## src/verilog/obj_consts.svh

```systemverilog
/*
  sprite renderer constants
  screen geometry, table sizes and sprite entry field positions
*/
`ifndef OBJ_CONSTS_SVH
`define OBJ_CONSTS_SVH

`define OBJ_SCREEN_W   320   // visible pixels per line
`define OBJ_NUM_SPR    256   // sprite attribute entries
`define OBJ_NUM_PRI    16    // priority levels
`define OBJ_WRAP_LIMIT 384   // positions above this wrap negative
`define OBJ_SLICE_PX   8     // pixels per 32-bit graphics slice

// field positions inside the 16-bit entry words
`define OBJ_ACTIVE_BIT 15
`define OBJ_XFLIP_BIT  12
`define OBJ_POS_MSB    15
`define OBJ_POS_LSB    7

`endif
```

## src/verilog/obj_pkg.sv

```systemverilog
/*
  sprite renderer types
  raw and decoded sprite entries, line buffer pixels, slices,
  queue indices and the control FSM states
*/
package obj_pkg;

    typedef logic [7:0] spr_idx_t;
    typedef logic [8:0] spr_cnt_t;  // 0 to 256 entries per level
    typedef logic [3:0] pri_t;
    typedef logic [31:0] obj_slice_t;  // pixel k in nibble k

    // word 0 holds flags, word 1 the tile code, words 2 and 3 x and y
    typedef struct packed {
        logic [15:0] w0;
        logic [15:0] w1;
        logic [15:0] w2;
        logic [15:0] w3;
    } obj_entry_t;

    typedef struct packed {
        logic signed [9:0] x;
        logic [6:0]        row;    // line within the sprite
        logic [3:0]        width;  // tiles minus one
        logic              xflip;
        logic [5:0]        pal;
        pri_t              pri;
        logic [14:0]       code;
    } obj_attr_t;

    typedef struct packed {
        logic [2:0] pri;
        logic [1:0] pad;
        logic [5:0] pal;
        logic [3:0] color;
    } obj_pixel_t;

    typedef enum logic [3:0] {
        S_IDLE, S_SCAN, S_CHK, S_PRI, S_LVL, S_IDX, S_ENT, S_ATTR, S_REQ, S_WAIT, S_DONE
    } ctrl_state_t;

endpackage

```

## src/verilog/obj_if.sv

```systemverilog
/*
  sprite renderer interfaces
  obj_queue_if links the control FSM to the priority queue,
  obj_fetch_if links it to the graphics fetch and the slice drawer
*/


interface obj_fetch_if;
    logic                req;
    obj_pkg::obj_attr_t  attr;
    logic [3:0]          col;
    obj_pkg::obj_slice_t slice;
    logic                slice_valid;
    logic                draw_busy;

    modport ctrl (output req, attr, col, input slice_valid, draw_busy);
    modport fetch (input req, attr, col, draw_busy, output slice, slice_valid);
    modport draw (input slice, slice_valid, attr, col, output draw_busy);
endinterface

```

## src/verilog/obj_slice_draw.sv

```systemverilog
/*
  sprite slice drawer
  writes the 8 pixels of a slice into the back line buffer, one per
  cycle, skipping transparent nibbles and pixels off screen
*/
`timescale 1ns/100ps
`include "obj_consts.svh"

module obj_slice_draw (
    input  logic               CLK96,
    input  logic               RESET96,
    obj_fetch_if.draw          fetch,
    output logic               wr_en_o,
    output logic [8:0]         wr_addr_o,
    output obj_pkg::obj_pixel_t wr_pixel_o
);
    obj_pkg::obj_slice_t slice_q;
    obj_pkg::obj_attr_t  attr_q;
    logic [3:0]          col_q;
    logic [2:0]          k;  // pixel within slice
    logic [3:0]          nib;
    logic signed [10:0]  xs;
    logic signed [10:0]  span;
    logic signed [10:0]  px;
    logic                take;
    logic                visible;

    assign take = fetch.slice_valid && !fetch.draw_busy;
    assign nib  = slice_q[4*k +: 4];
    assign xs   = {attr_q.x[9], attr_q.x};
    assign span = $signed({4'b0000, col_q, 3'b000}) + $signed({8'd0, k});
    assign px   = attr_q.xflip
                ? xs + $signed({3'b000, {1'b0, attr_q.width} + 5'd1, 3'b000}) - 11'sd1 - span
                : xs + span;
    assign visible = (nib != 4'd0) && (px >= 0) && (px < `OBJ_SCREEN_W);

    always_ff @(posedge CLK96 or posedge RESET96) begin
        if (RESET96) begin
            fetch.draw_busy <= 1'b0;
            k               <= '0;
            wr_en_o         <= 1'b0;
        end else begin
            wr_en_o <= fetch.draw_busy && visible;
            if (take) begin
                fetch.draw_busy <= 1'b1;
                k               <= '0;
            end else if (fetch.draw_busy) begin
                k <= k + 1'b1;
                if (k == 3'(`OBJ_SLICE_PX - 1)) fetch.draw_busy <= 1'b0;
            end
        end
    end

    always_ff @(posedge CLK96) begin
        if (take) begin
            slice_q <= fetch.slice;
            attr_q  <= fetch.attr;  // ctrl may move on to the next sprite
            col_q   <= fetch.col;
        end
        wr_addr_o  <= px[8:0];
        wr_pixel_o <= '{pri: attr_q.pri[2:0], pad: 2'b00, pal: attr_q.pal, color: nib};
    end

endmodule

```

## src/flat_wrapper.sv

```systemverilog
// flat-port wrapper written by rule: the top's interface ports become plain ports
module obj_slice_draw_flat 
  (CLK96, RESET96, wr_en_o, wr_addr_o, wr_pixel_o, fetch_slice, fetch_slice_valid, fetch_attr, fetch_col, fetch_draw_busy);
  obj_fetch_if fetch_i ();
  input  logic CLK96;
  input  logic RESET96;
  output logic wr_en_o;
  output logic [8:0] wr_addr_o;
  output obj_pkg::obj_pixel_t wr_pixel_o;
  input wire logic [$bits(fetch_i.slice)-1:0] fetch_slice;
  input wire logic [$bits(fetch_i.slice_valid)-1:0] fetch_slice_valid;
  input wire logic [$bits(fetch_i.attr)-1:0] fetch_attr;
  input wire logic [$bits(fetch_i.col)-1:0] fetch_col;
  output wire logic [$bits(fetch_i.draw_busy)-1:0] fetch_draw_busy;
  assign fetch_i.slice = fetch_slice;
  assign fetch_i.slice_valid = fetch_slice_valid;
  assign fetch_i.attr = fetch_attr;
  assign fetch_i.col = fetch_col;
  assign fetch_draw_busy = fetch_i.draw_busy;
  obj_slice_draw u_core (.CLK96(CLK96), .RESET96(RESET96), .fetch(fetch_i), .wr_en_o(wr_en_o), .wr_addr_o(wr_addr_o), .wr_pixel_o(wr_pixel_o));
endmodule
```

## config.mk

```make
export PLATFORM = sky130hd
export DESIGN_NAME = obj_slice_draw_flat
export DESIGN_NICKNAME = d
export VERILOG_FILES = /design/src/verilog/obj_pkg.sv /design/src/verilog/obj_if.sv /design/src/verilog/obj_slice_draw.sv /design/src/flat_wrapper.sv
export VERILOG_INCLUDE_DIRS = /design/src /design/src/verilog
export SDC_FILE = /design/constraint.sdc
export NUM_CORES = 1
export LEC_CHECK = 0
export BUFFER_PORTS_ARGS = -buffer_cell sky130_fd_sc_hd__buf_2
export CORE_ASPECT_RATIO = 1.1
export CORE_MARGIN = 1
export CORE_UTILIZATION = 47
export DETAILED_ROUTE_END_ITERATION = 16
export GPL_TIMING_DRIVEN = 0
export PLACE_DENSITY = 0.73
export SYNTH_ARGS = -nofsm -noshare
export SYNTH_HDL_FRONTEND = slang
export SYNTH_SLANG_ARGS = --single-unit
```

## constraint.sdc

```tcl
create_clock -name CLK96 -period 3.4 [get_ports CLK96]
set_input_delay 0 -clock CLK96 [delete_from_list [all_inputs] [get_ports CLK96]]
set_output_delay 0 -clock CLK96 [all_outputs]
set_load 0.1 [all_outputs]
```

==> results of run 1 <==
-- power by group through the flow --
stage,Sequential (mW),Combinational (mW),Clock (mW)
floorplan,2.22,0.935,0
global placement,1.51,1.99,0
detailed placement,1.51,2.04,0
CTS,1.49,2.10,0.723
global route,1.52,2.27,0.757
finish,1.49,2.10,0.704
-- stage by stage --
stage                     area (sq um)  power [mW]  std cells  setup slack (ps)  setup TNS, ps
final                             5355       4.298        558             185.3              0
after global routing              5355       4.540        558           -0.6299        -0.6299
after CTS                         5353       4.315        558             136.1              0
after detailed placement          4546       3.554        480             185.1              0
after global placement            4521       3.497        479             218.6              0
after floorplan                   3955       3.159        285             328.2              0
-- area by class of cell --
| class | count | area (sq um) | area share, % |
|---|---|---|---|
| Clock inverter | 7 | 62.56 | 1.168 |
| Tap cell | 108 | 135.1 | 2.523 |
| Timing Repair Buffer | 149 | 1071 | 20.00 |
| Buffer | 9 | 62.56 | 1.168 |
| Clock buffer | 9 | 123.9 | 2.313 |
| Sequential cell | 87 | 2367 | 44.21 |
| Multi-Input combinational cell | 171 | 1465 | 27.36 |
| Inverter | 18 | 67.56 | 1.262 |
-- state kept, by name, summed over array words and instances, names as in the netlist --
register / count
u_core.k: 3
u_core.wr_addr_o: 9
u_core.attr_q: 24
u_core.col_q: 4
u_core.fetch.draw_busy: 1
u_core.slice_q: 32
u_core.wr_en_o: 1
u_core.wr_pixel_o: 13
-- worst max-delay path: cells and delay by family (launching register included) --
family	cells	cell delay, ps
AOI/OAI and AO/OA	4	970
xor gates and xnor gates	1	220
adders and majority gates	2	910
buffers and inverters	2	430
DFF	1	520
and+or+nand+nor	1	80
-- per-layer routing --
metal	vias to the layer above	share of wire (%)	GRT usage, %
met3	22	3.3	3.719
met2	93	54	38.46
met5	-	0	0
met1	1323	40	24.31
li1	1375	-	-
met4	0	3.0	10.62
-- cell families (layout without fill, tap and decap cells) --
group / after synthesis / after routing / share of synthesized area (%)
AOI/OAI and AO/OA: 45 / 45 / 8.492
DFF: 87 / 87 / 59.95
adders and majority gates: 30 / 30 / 10.65
and+or+nand+nor: 70 / 70 / 9.284
other: 1 / 2 / 0.09497
muxes: 11 / 11 / 5.418
xor gates and xnor gates: 13 / 13 / 2.883
buffers and inverters: 27 / 192 / 3.232
-- synth_stat cells (6+ instances only) --
cell,count
sky130_fd_sc_hd__xor2_1,6
sky130_fd_sc_hd__inv_1,18
sky130_fd_sc_hd__edfxtp_1,60
sky130_fd_sc_hd__dfxtp_1,22
sky130_fd_sc_hd__fa_1,6
sky130_fd_sc_hd__mux4_2,8
sky130_fd_sc_hd__xnor2_1,7
sky130_fd_sc_hd__nand2_1,17
sky130_fd_sc_hd__a21oi_1,12
sky130_fd_sc_hd__ha_1,24
sky130_fd_sc_hd__nor2_1,20
sky130_fd_sc_hd__nand3_1,7
-- worst paths after layout --
check	from	end	slack [ps]	cells past startpoint
min in group CLK96	fetch_slice[22]	u_core.slice_q[22]	340	2
min reg2reg	u_core.attr_q[15]	u_core.wr_pixel_o[12]	350	0
max in group asynchronous	RESET96	u_core.fetch.draw_busy	3110	3
min	RESET96	u_core.k[0]	100	3
max reg2reg	u_core.k[2]	u_core.wr_en_o	190	10
max	u_core.k[2]	u_core.wr_en_o	190	10
-- what timing repair did --
action	in CTS	in global routing
resized for setup	0	1
endpoints found under the setup margin	0	1
hold buffers	62	0
buffers inserted	0	0
hold endpoints to repair	67	0
==> reports/summary.md, run 1 <==
* **status** finished clean
* **hpwl dp** 5645 um
* **min-delay worst type** in2async
* **Worst Hold Slack** 98.71 ps
* **DIE HEIGHT** 98.14 um
* **# setup viols final** 0
* **post-route core utilization** 66.60%
* **Clock power frac** 16.4%
* **core area** 0.008040 sq mm
* **type of the worst setup path** reg2reg
* **GP Congestion** 0.8277
* **clock tree root driver cell** sky130_fd_sc_hd__clkbuf_8
* **shortest clock period the worst path allows after layout** 3215 ps
* **commonest register cell after synthesis** sky130_fd_sc_hd__edfxtp_1
* **IR drop worst, VDD** 0.3274 mV
* **count of nets left with antenna violations after detail routing** 0
* **highest achievable clock rate** 0.3111 GHz
* **fraction of synthesis flops using an asynchronous set or reset pin** 5.747%
* **Worst path slowest cell** sky130_fd_sc_hd__dfrtp_1
* **FF+latch count, synth** 87
* **syn_area_per_cell** 13.90 sq um
* **Die Width** 89.40 um
* **number of fill cells** 589
* **number of enable flip-flop cells after synthesis** 60
* **TritonCTS clock tree** built
* **drc violations** 0
* **area of the mapped netlist** 0.003949 sq mm
* **DRT iter0 DRCs** 148
* **max-slew violation total from the final report** 0
* **leading cell types in the layout, fill and taps excluded** sky130_fd_sc_hd__buf_2 (88), sky130_fd_sc_hd__dlygate4sd3_1 (62), sky130_fd_sc_hd__edfxtp_1 (60), sky130_fd_sc_hd__ha_1 (24), sky130_fd_sc_hd__dfxtp_1 (22)
* **GR Overflow Total** 0
* **Worst EP required** 3660 ps
* **number of buffers added by the clock tree synthesis step** 9
* **antenna violations before repair** 0
* **detailed-route via count** 2813
* **highest cell delay on the worst timing path** 520 ps
* **Reg clk slew, reported paths** 90 ps
* **Lkg Pwr** 2.254 nW
* **H-tree depth** 3
* **Tot GR Track Use** 21.56%
* **max_slew headroom** 48.43%
* **total wirelength of the detailed-routed design** 8525 um
* **nature of the critical path startpoint** register
* **sequential area share after synthesis** 59.95%
* **average vias per placed instance** 5.041
* **biggest fanout along the worst timing path** 10
* **cell-internal power** 2.330 mW
* **first-pass GRT wire length** 13840 um
* **clock skew after layout** 11.85 ps
* **gate count after technology mapping** 284
* **die area** 0.008773 sq mm
* **register share of total power** 34.7%
* **clock sink count** 87
* **number of max-cap violations** 0
* **Hold Violations, Final** 0
* **final critical-path share of the clock period** 94.55%
* **area overhead of the layout relative to synthesis** 35.61%
* **Comb power frac** 48.9%
* **Yosys cell types** 54
* **actual transition at the worst max-transition pin** 772.0 ps
* **Yosys warning total** 0
* **nature of the critical path endpoint** register
* **ranking of synthesized cells by area** sky130_fd_sc_hd__edfxtp_1 (46%), sky130_fd_sc_hd__dfxtp_1 (11%), sky130_fd_sc_hd__ha_1 (7.6%), sky130_fd_sc_hd__mux4_2 (4.6%), sky130_fd_sc_hd__dfrtp_1 (3.2%)
* **most frequent standard cell in the layout excluding fill and tap cells** sky130_fd_sc_hd__buf_2
* **clock buffer depth** 2
* **number of input and output port buffers inserted** 86
* **Initial DRT Pass Iterations** 4
* **largest net degree at the start of global routing** 39
* **total power per unit cell area** 802.6 mW/mm^2
* **power spent charging and discharging nets** 1.968 mW
* **Wirelength per Cell** 15.28 um
* **share of the synthesized area in the top cell type** 45.63%
* **ratio of cells with drive above 1 in the final layout** 29.56%
* **switching part of the total** 45.79%
* **net count reported at finish** 561
* **clock latency on the worst-skew pair** 370 ps
* **number of inserted diodes** 0
* **Starting Density** 49.11%
* **signal arrival time at the worst endpoint** 3480 ps
* **cell-by-cell trace of the critical path** clkbuf_4 > inv_1 > ha_1 > fa_1 > a21o_1 > a221oi_2 > xor2_1 > nand2_1 > a2bb2oi_1 > a211oi_2
* **FP Rows** 34
* **number of global-route vias before repair** 3082
* **number of top-level design ports** 112
* **Synth area leader** sky130_fd_sc_hd__edfxtp_1
Note: power is estimated with default switching activity, not from simulation.
==> run 2, diff against run 1 <==
- CORE_UTILIZATION: 47 -> 49
- CTS_BUF_LIST: not set -> sky130_fd_sc_hd__clkbuf_8
- PLACE_DENSITY: 0.73 -> 0.76
==> run 2 against run 1 <==
  * Largest power group unchanged
  * Combinational power about the same
  * Setup slack better by 80 ps
  * Clock skew decreased by 2.1 ps
  * Die area down 4.0%
  * Hold slack lost 7.9 ps
  * Register-to-register slack gained 80 ps
  * Largest cell class unchanged
  * Highest routed layer unchanged
==> reports/summary.md, run 2 (synthesis gave the netlist of run 1 again) <==
* **CP Depth** 10
* **cells resized by post-CTS repair** 0
* **clock tree root driver cell** sky130_fd_sc_hd__clkbuf_8
* **net count reported at finish** 561
* **Non-Filler Cell Area, Final** 0.005378 sq mm
* **number of max-cap violations** 0
* **reg-to-reg setup timing slack** 270 ps
* **top flop regs** u_core.slice_q x32, u_core.attr_q x24, u_core.wr_pixel_o x13
* **register share of total power** 34.3%
* **number of global-route vias before repair** 2997
* **shortest clock period the worst path allows after layout** 3134 ps
* **timing startpoint of the critical path** u_core.k[2]
* **Initial DRT Pass Iterations** 4
* **clock skew after layout** 9.780 ps
* **number of top-level design ports** 112
* **worst setup slack after layout** 265.6 ps
* **unrepaired setup endpoints after global routing** no
* **largest register by flop count** u_core.slice_q
* **number of buffers added by the clock tree synthesis step** 9
* **Clock power frac** 17.4%
* **GP Congestion** 0.8206
* **clock latency on the worst-skew pair** 360 ps
* **detailed-route via count** 2845
* **R2R cell count** 10
* **number of input and output port buffers inserted** 86
* **nature of the critical path endpoint** register
* **drc violations** 0
* **highest cell delay on the worst timing path** 490 ps
* **total area of multi-input combinational cells** 0.001465 sq mm
* **min-delay worst type** in2async
* **Lkg Pwr** 2.260 nW
* **non-filler cells, final** 555
* **DRT iter0 DRCs** 150
* **first-pass GRT wire length** 13460 um
* **capturing instance or port of the critical path** u_core.wr_en_o
* **average vias per placed instance** 5.126
* **actual transition at the worst max-transition pin** 758.2 ps
* **number of fill cells** 535
* **FP Rows** 33
* **status** finished clean
* **Starting Density** 51.70%
* **Reg2Reg Launch Point** u_core.k[2]
* **max_slew headroom** 49.35%
* **clock buffer depth** 2
* **post-placement setup slack** 283.6 ps
* **final critical-path share of the clock period** 92.19%
* **# setup viols final** 0
* **Wirelength per Cell** 15.08 um
* **switching part of the total** 44.28%
* **IR drop worst, VDD** 0.3358 mV
* **nature of the critical path startpoint** register
* **Largest register FFs** 32
* **highest achievable clock rate** 0.3190 GHz
* **largest net degree at the start of global routing** 40
* **most frequent standard cell in the layout excluding fill and tap cells** sky130_fd_sc_hd__buf_2
* **core area** 0.007639 sq mm
* **Worst EP required** 3670 ps
* **Post-CTS Setup Bufs** 0
* **Tot GR Track Use** 22.01%
* **post-route core utilization** 70.40%
* **register cell area after layout** 0.002367 sq mm
* **biggest fanout along the worst timing path** 10
* **TNS Setup** 0 ps
* **Reg clk slew, reported paths** 90 ps
* **delay-heaviest family, CP** compound AO/OA/AOI/OAI gates
* **CTS Hold Bufs** 62
* **cell-by-cell trace of the critical path** buf_2 > inv_1 > ha_1 > fa_1 > a21o_1 > a221oi_2 > xor2_1 > nand2_1 > a2bb2oi_1 > a211oi_2
* **Comb power frac** 48.3%
* **worst path buffer plus inverter count** 2
* **total wirelength of the detailed-routed design** 8369 um
* **Post-Place Cell Area** 0.004542 sq mm
* **TritonCTS clock tree** built
* **Hold Violations, Final** 0
* **count of nets left with antenna violations after detail routing** 0
* **total power per unit cell area** 805.6 mW/mm^2
* **ratio of cells with drive above 1 in the final layout** 29.56%
* **area overhead of the layout relative to synthesis** 36.19%
* **clock sink count** 87
* **number of inserted diodes** 0
* **max-slew violation total from the final report** 0
* **cell-internal power** 2.414 mW
* **signal arrival time at the worst endpoint** 3400 ps
* **hpwl dp** 5468 um
* **antenna violations before repair** 0
* **power spent charging and discharging nets** 1.918 mW
* **die area** 0.008422 sq mm
* **leading cell types in the layout, fill and taps excluded** sky130_fd_sc_hd__buf_2 (89), sky130_fd_sc_hd__dlygate4sd3_1 (62), sky130_fd_sc_hd__edfxtp_1 (60), sky130_fd_sc_hd__ha_1 (24), sky130_fd_sc_hd__dfxtp_1 (22)
* **DIE HEIGHT** 96.15 um
* **count of placed standard cells including taps** 477
* **type of the worst setup path** reg2reg
* **GR Overflow Total** 0
* **H-tree depth** 3
* **Die Width** 87.59 um
* **Worst path slowest cell** sky130_fd_sc_hd__fa_1
* **Worst R2R End** u_core.wr_en_o
[run 2: worst min path at each step]
| stage | startpoint | to | depth (start not counted) |
|---|---|---|---|
| after floorplan | RESET96 | u_core.fetch.draw_busy | 1 |
| after global placement | RESET96 | u_core.wr_en_o | 2 |
| after detailed placement | RESET96 | u_core.k[2] | 2 |
| after CTS | RESET96 | u_core.k[0] | 3 |
| after global routing | RESET96 | u_core.k[0] | 3 |
| final | RESET96 | u_core.k[0] | 3 |
[run 2: worst reg2reg max path: stages (launching register included)]
cell	delay, ps
sky130_fd_sc_hd__dfrtp_1	480
sky130_fd_sc_hd__buf_2	310
sky130_fd_sc_hd__inv_1	150
sky130_fd_sc_hd__ha_1	420
sky130_fd_sc_hd__fa_1	490
sky130_fd_sc_hd__a21o_1	230
sky130_fd_sc_hd__a221oi_2	290
sky130_fd_sc_hd__xor2_1	220
sky130_fd_sc_hd__nand2_1	70
sky130_fd_sc_hd__a2bb2oi_1	170
sky130_fd_sc_hd__a211oi_2	230
[run 2: metal layers]
metal  track usage (%)  vias to the layer above  part of all wire (%)  wire length [um]
met2             40.95                      100                    55              4591
met1             23.69                     1351                    39              3245
met3             4.117                       19                   3.8               320
met4             11.34                        0                   2.5               212
met5                 0                        -                     0                 0
li1                  -                     1375                     -                 -
[run 2: final cells by class]
class / count / share of cell area (%)
inverters: 18 / 1.256
repair buffers: 149 / 19.92
clock inverters: 6 / 1.443
multi-input cells: 171 / 27.25
well taps: 105 / 2.443
plain buffers: 9 / 1.117
flip-flops and latches: 87 / 44.02
clock buffers: 10 / 2.559
[run 2: power by group through the flow]
stage / Sequential, mW / Combinational, mW / Clock (mW)
final: 1.49 / 2.09 / 0.754
after CTS: 1.49 / 2.09 / 0.768
after global placement: 1.51 / 1.98 / 0
after detailed placement: 1.51 / 2.03 / 0
after global routing: 1.51 / 2.24 / 0.806
after floorplan: 2.22 / 0.935 / 0
[run 2: per-stage QoR]
step | power [mW] | hold WS, ps
3_5_place_dp | 3.536 | -78.21
4_1_cts | 4.345 | 81.42
3_3_place_gp | 3.493 | -87.47
5_1_grt | 4.564 | 113.2
2_1_floorplan | 3.159 | -221.5
6_report | 4.333 | 90.77
==> run 3, diff against run 2 <==
- MAX_ROUTING_LAYER: not set -> met4
==> run 3 against run 2 <==
  * Critical path depth unchanged
  * Hold slack worse by 3.4 ps
  * Global-route usage is 0.67 points higher
  * Wire length up 0.25%
  * Sequential power is essentially flat
  * Count of clock-buffer cells in the layout did not move
  * Clock power barely moved
  * Critical path type unchanged
  * Highest routed layer unchanged
==> reports/summary.md, run 3 (synthesis gave the netlist of run 1 again) <==
* **status** finished clean
* **number of global-route vias before repair** 2996
* **clock buffer depth** 2
* **biggest fanout along the worst timing path** 10
* **Initial DRT Pass Iterations** 4
* **Largest register FFs** 32
* **number of fill cells** 535
* **GP Congestion** 0.8329
* **IR drop worst, VDD** 0.3355 mV
* **type of the worst setup path** reg2reg
* **min-delay worst type** in2async
* **antenna violations before repair** 0
* **final critical-path share of the clock period** 92.63%
* **number of max-cap violations** 0
* **Hold Violations, Final** 0
* **average vias per placed instance** 5.124
* **clock skew after layout** 9.276 ps
* **clock sink count** 87
* **unrepaired setup endpoints after global routing** no
* **net count reported at finish** 561
* **total wirelength of the detailed-routed design** 8390 um
* **DIE HEIGHT** 96.15 um
* **drc violations** 0
* **Lkg Pwr** 2.260 nW
* **number of input and output port buffers inserted** 86
* **number of top-level design ports** 112
* **# setup viols final** 0
* **max_slew headroom** 49.90%
* **FP Rows** 33
* **Die Width** 87.59 um
* **count of placed standard cells including taps** 477
* **largest register by flop count** u_core.slice_q
* **number of inserted diodes** 0
* **most frequent standard cell in the layout excluding fill and tap cells** sky130_fd_sc_hd__buf_2
* **final total power** 4.333 mW
* **Tot GR Track Use** 22.68%
* **GR Overflow Total** 0
* **shortest clock period the worst path allows after layout** 3149 ps
* **timing startpoint of the critical path** u_core.k[2]
* **ratio of cells with drive above 1 in the final layout** 29.56%
* **Starting Density** 51.70%
* **DRT iter0 DRCs** 143
* **largest net degree at the start of global routing** 40
* **number of buffers added by the clock tree synthesis step** 9
* **TritonCTS clock tree** built
* **detailed-route via count** 2844
* **nature of the critical path endpoint** register
* **nature of the critical path startpoint** register
* **max-slew violation total from the final report** 0
* **Reg clk slew, reported paths** 90 ps
* **leading cell types in the layout, fill and taps excluded** sky130_fd_sc_hd__buf_2 (89), sky130_fd_sc_hd__dlygate4sd3_1 (62), sky130_fd_sc_hd__edfxtp_1 (60), sky130_fd_sc_hd__ha_1 (24), sky130_fd_sc_hd__dfxtp_1 (22)
* **non-filler cells, final** 555
* **clock tree root driver cell** sky130_fd_sc_hd__clkbuf_8
* **top flop regs** u_core.slice_q x32, u_core.attr_q x24, u_core.wr_pixel_o x13
* **area overhead of the layout relative to synthesis** 36.19%
* **Worst Hold Slack** 87.40 ps
* **H-tree depth** 3
* **total power per unit cell area** 805.8 mW/mm^2
* **die area** 0.008422 sq mm
* **cells resized by post-CTS repair** 0
* **core area** 0.007639 sq mm
* **highest achievable clock rate** 0.3175 GHz
* **signal arrival time at the worst endpoint** 3420 ps
* **Wirelength per Cell** 15.12 um
* **actual transition at the worst max-transition pin** 749.9 ps
* **hpwl dp** 5468 um
* **first-pass GRT wire length** 13470 um
* **clock latency on the worst-skew pair** 360 ps
* **Worst EP required** 3670 ps
* **count of nets left with antenna violations after detail routing** 0
* **TNS Setup** 0 ps
* **Reg2Reg Launch Point** u_core.k[2]
* **Post-CTS Setup Bufs** 0
[run 3: worst paths after layout]
check | endpoint | slack, ps | cells past startpoint
worst max-delay path | u_core.wr_en_o | 250 | 10
worst min-delay path | u_core.k[0] | 90 | 3
worst max register to register | u_core.wr_en_o | 250 | 10
worst min register to register | u_core.wr_pixel_o[5] | 350 | 0
max in group asynchronous | u_core.wr_en_o | 3140 | 3
min in group CLK96 | u_core.slice_q[22] | 340 | 2
[run 3: metal layers]
metal / up-vias / share of wire, % / GRT usage [%]
met2: 93 / 55 / 40.95
met1: 1359 / 39 / 23.80
met5: - / 0 / -
met4: 0 / 2.2 / 11.34
met3: 17 / 3.1 / 4.031
li1: 1375 / - / -
[run 3: cell type report]
class	count	area, sq um	area share [%]
Sequential cell	87	2367	44.02
Multi-Input combinational cell	171	1465	27.25
Timing Repair Buffer	149	1071	19.92
Clock buffer	10	137.6	2.559
Tap cell	105	131.4	2.443
Clock inverter	6	77.57	1.443
Inverter	18	67.56	1.256
Buffer	9	60.06	1.117
[run 3: report_power, final]
part | switching (mW) | total [mW] | internal, mW
clock | 0.383 | 0.755 | 0.372
sequential | 0.106 | 1.49 | 1.38
combinational | 1.43 | 2.09 | 0.662
[run 3: what timing repair did]
action / in CTS / in global routing
setup endpoints to repair: 0 / 0
hold buffers: 62 / 0
endpoints found under the hold margin: 67 / 0
[run 3: worst max-delay path, cell delays in order (launching register included)]
cell,delay [ps]
sky130_fd_sc_hd__dfrtp_1,480
sky130_fd_sc_hd__buf_2,310
sky130_fd_sc_hd__inv_1,160
sky130_fd_sc_hd__ha_1,420
sky130_fd_sc_hd__fa_1,490
sky130_fd_sc_hd__a21o_1,230
sky130_fd_sc_hd__a221oi_2,290
sky130_fd_sc_hd__xor2_1,220
sky130_fd_sc_hd__nand2_1,70
sky130_fd_sc_hd__a2bb2oi_1,170
sky130_fd_sc_hd__a211oi_2,230
[run 3: per-stage QoR]
stage                     worst slack (ps)  area (sq um)  utilization (%)
after floorplan                      328.2          3955                -
after global placement               273.5          4517            59.13
after detailed placement             283.6          4542            59.46
after CTS                            242.4          5378            70.40
after global routing                 88.70          5378            70.40
final                                250.6          5378            70.40
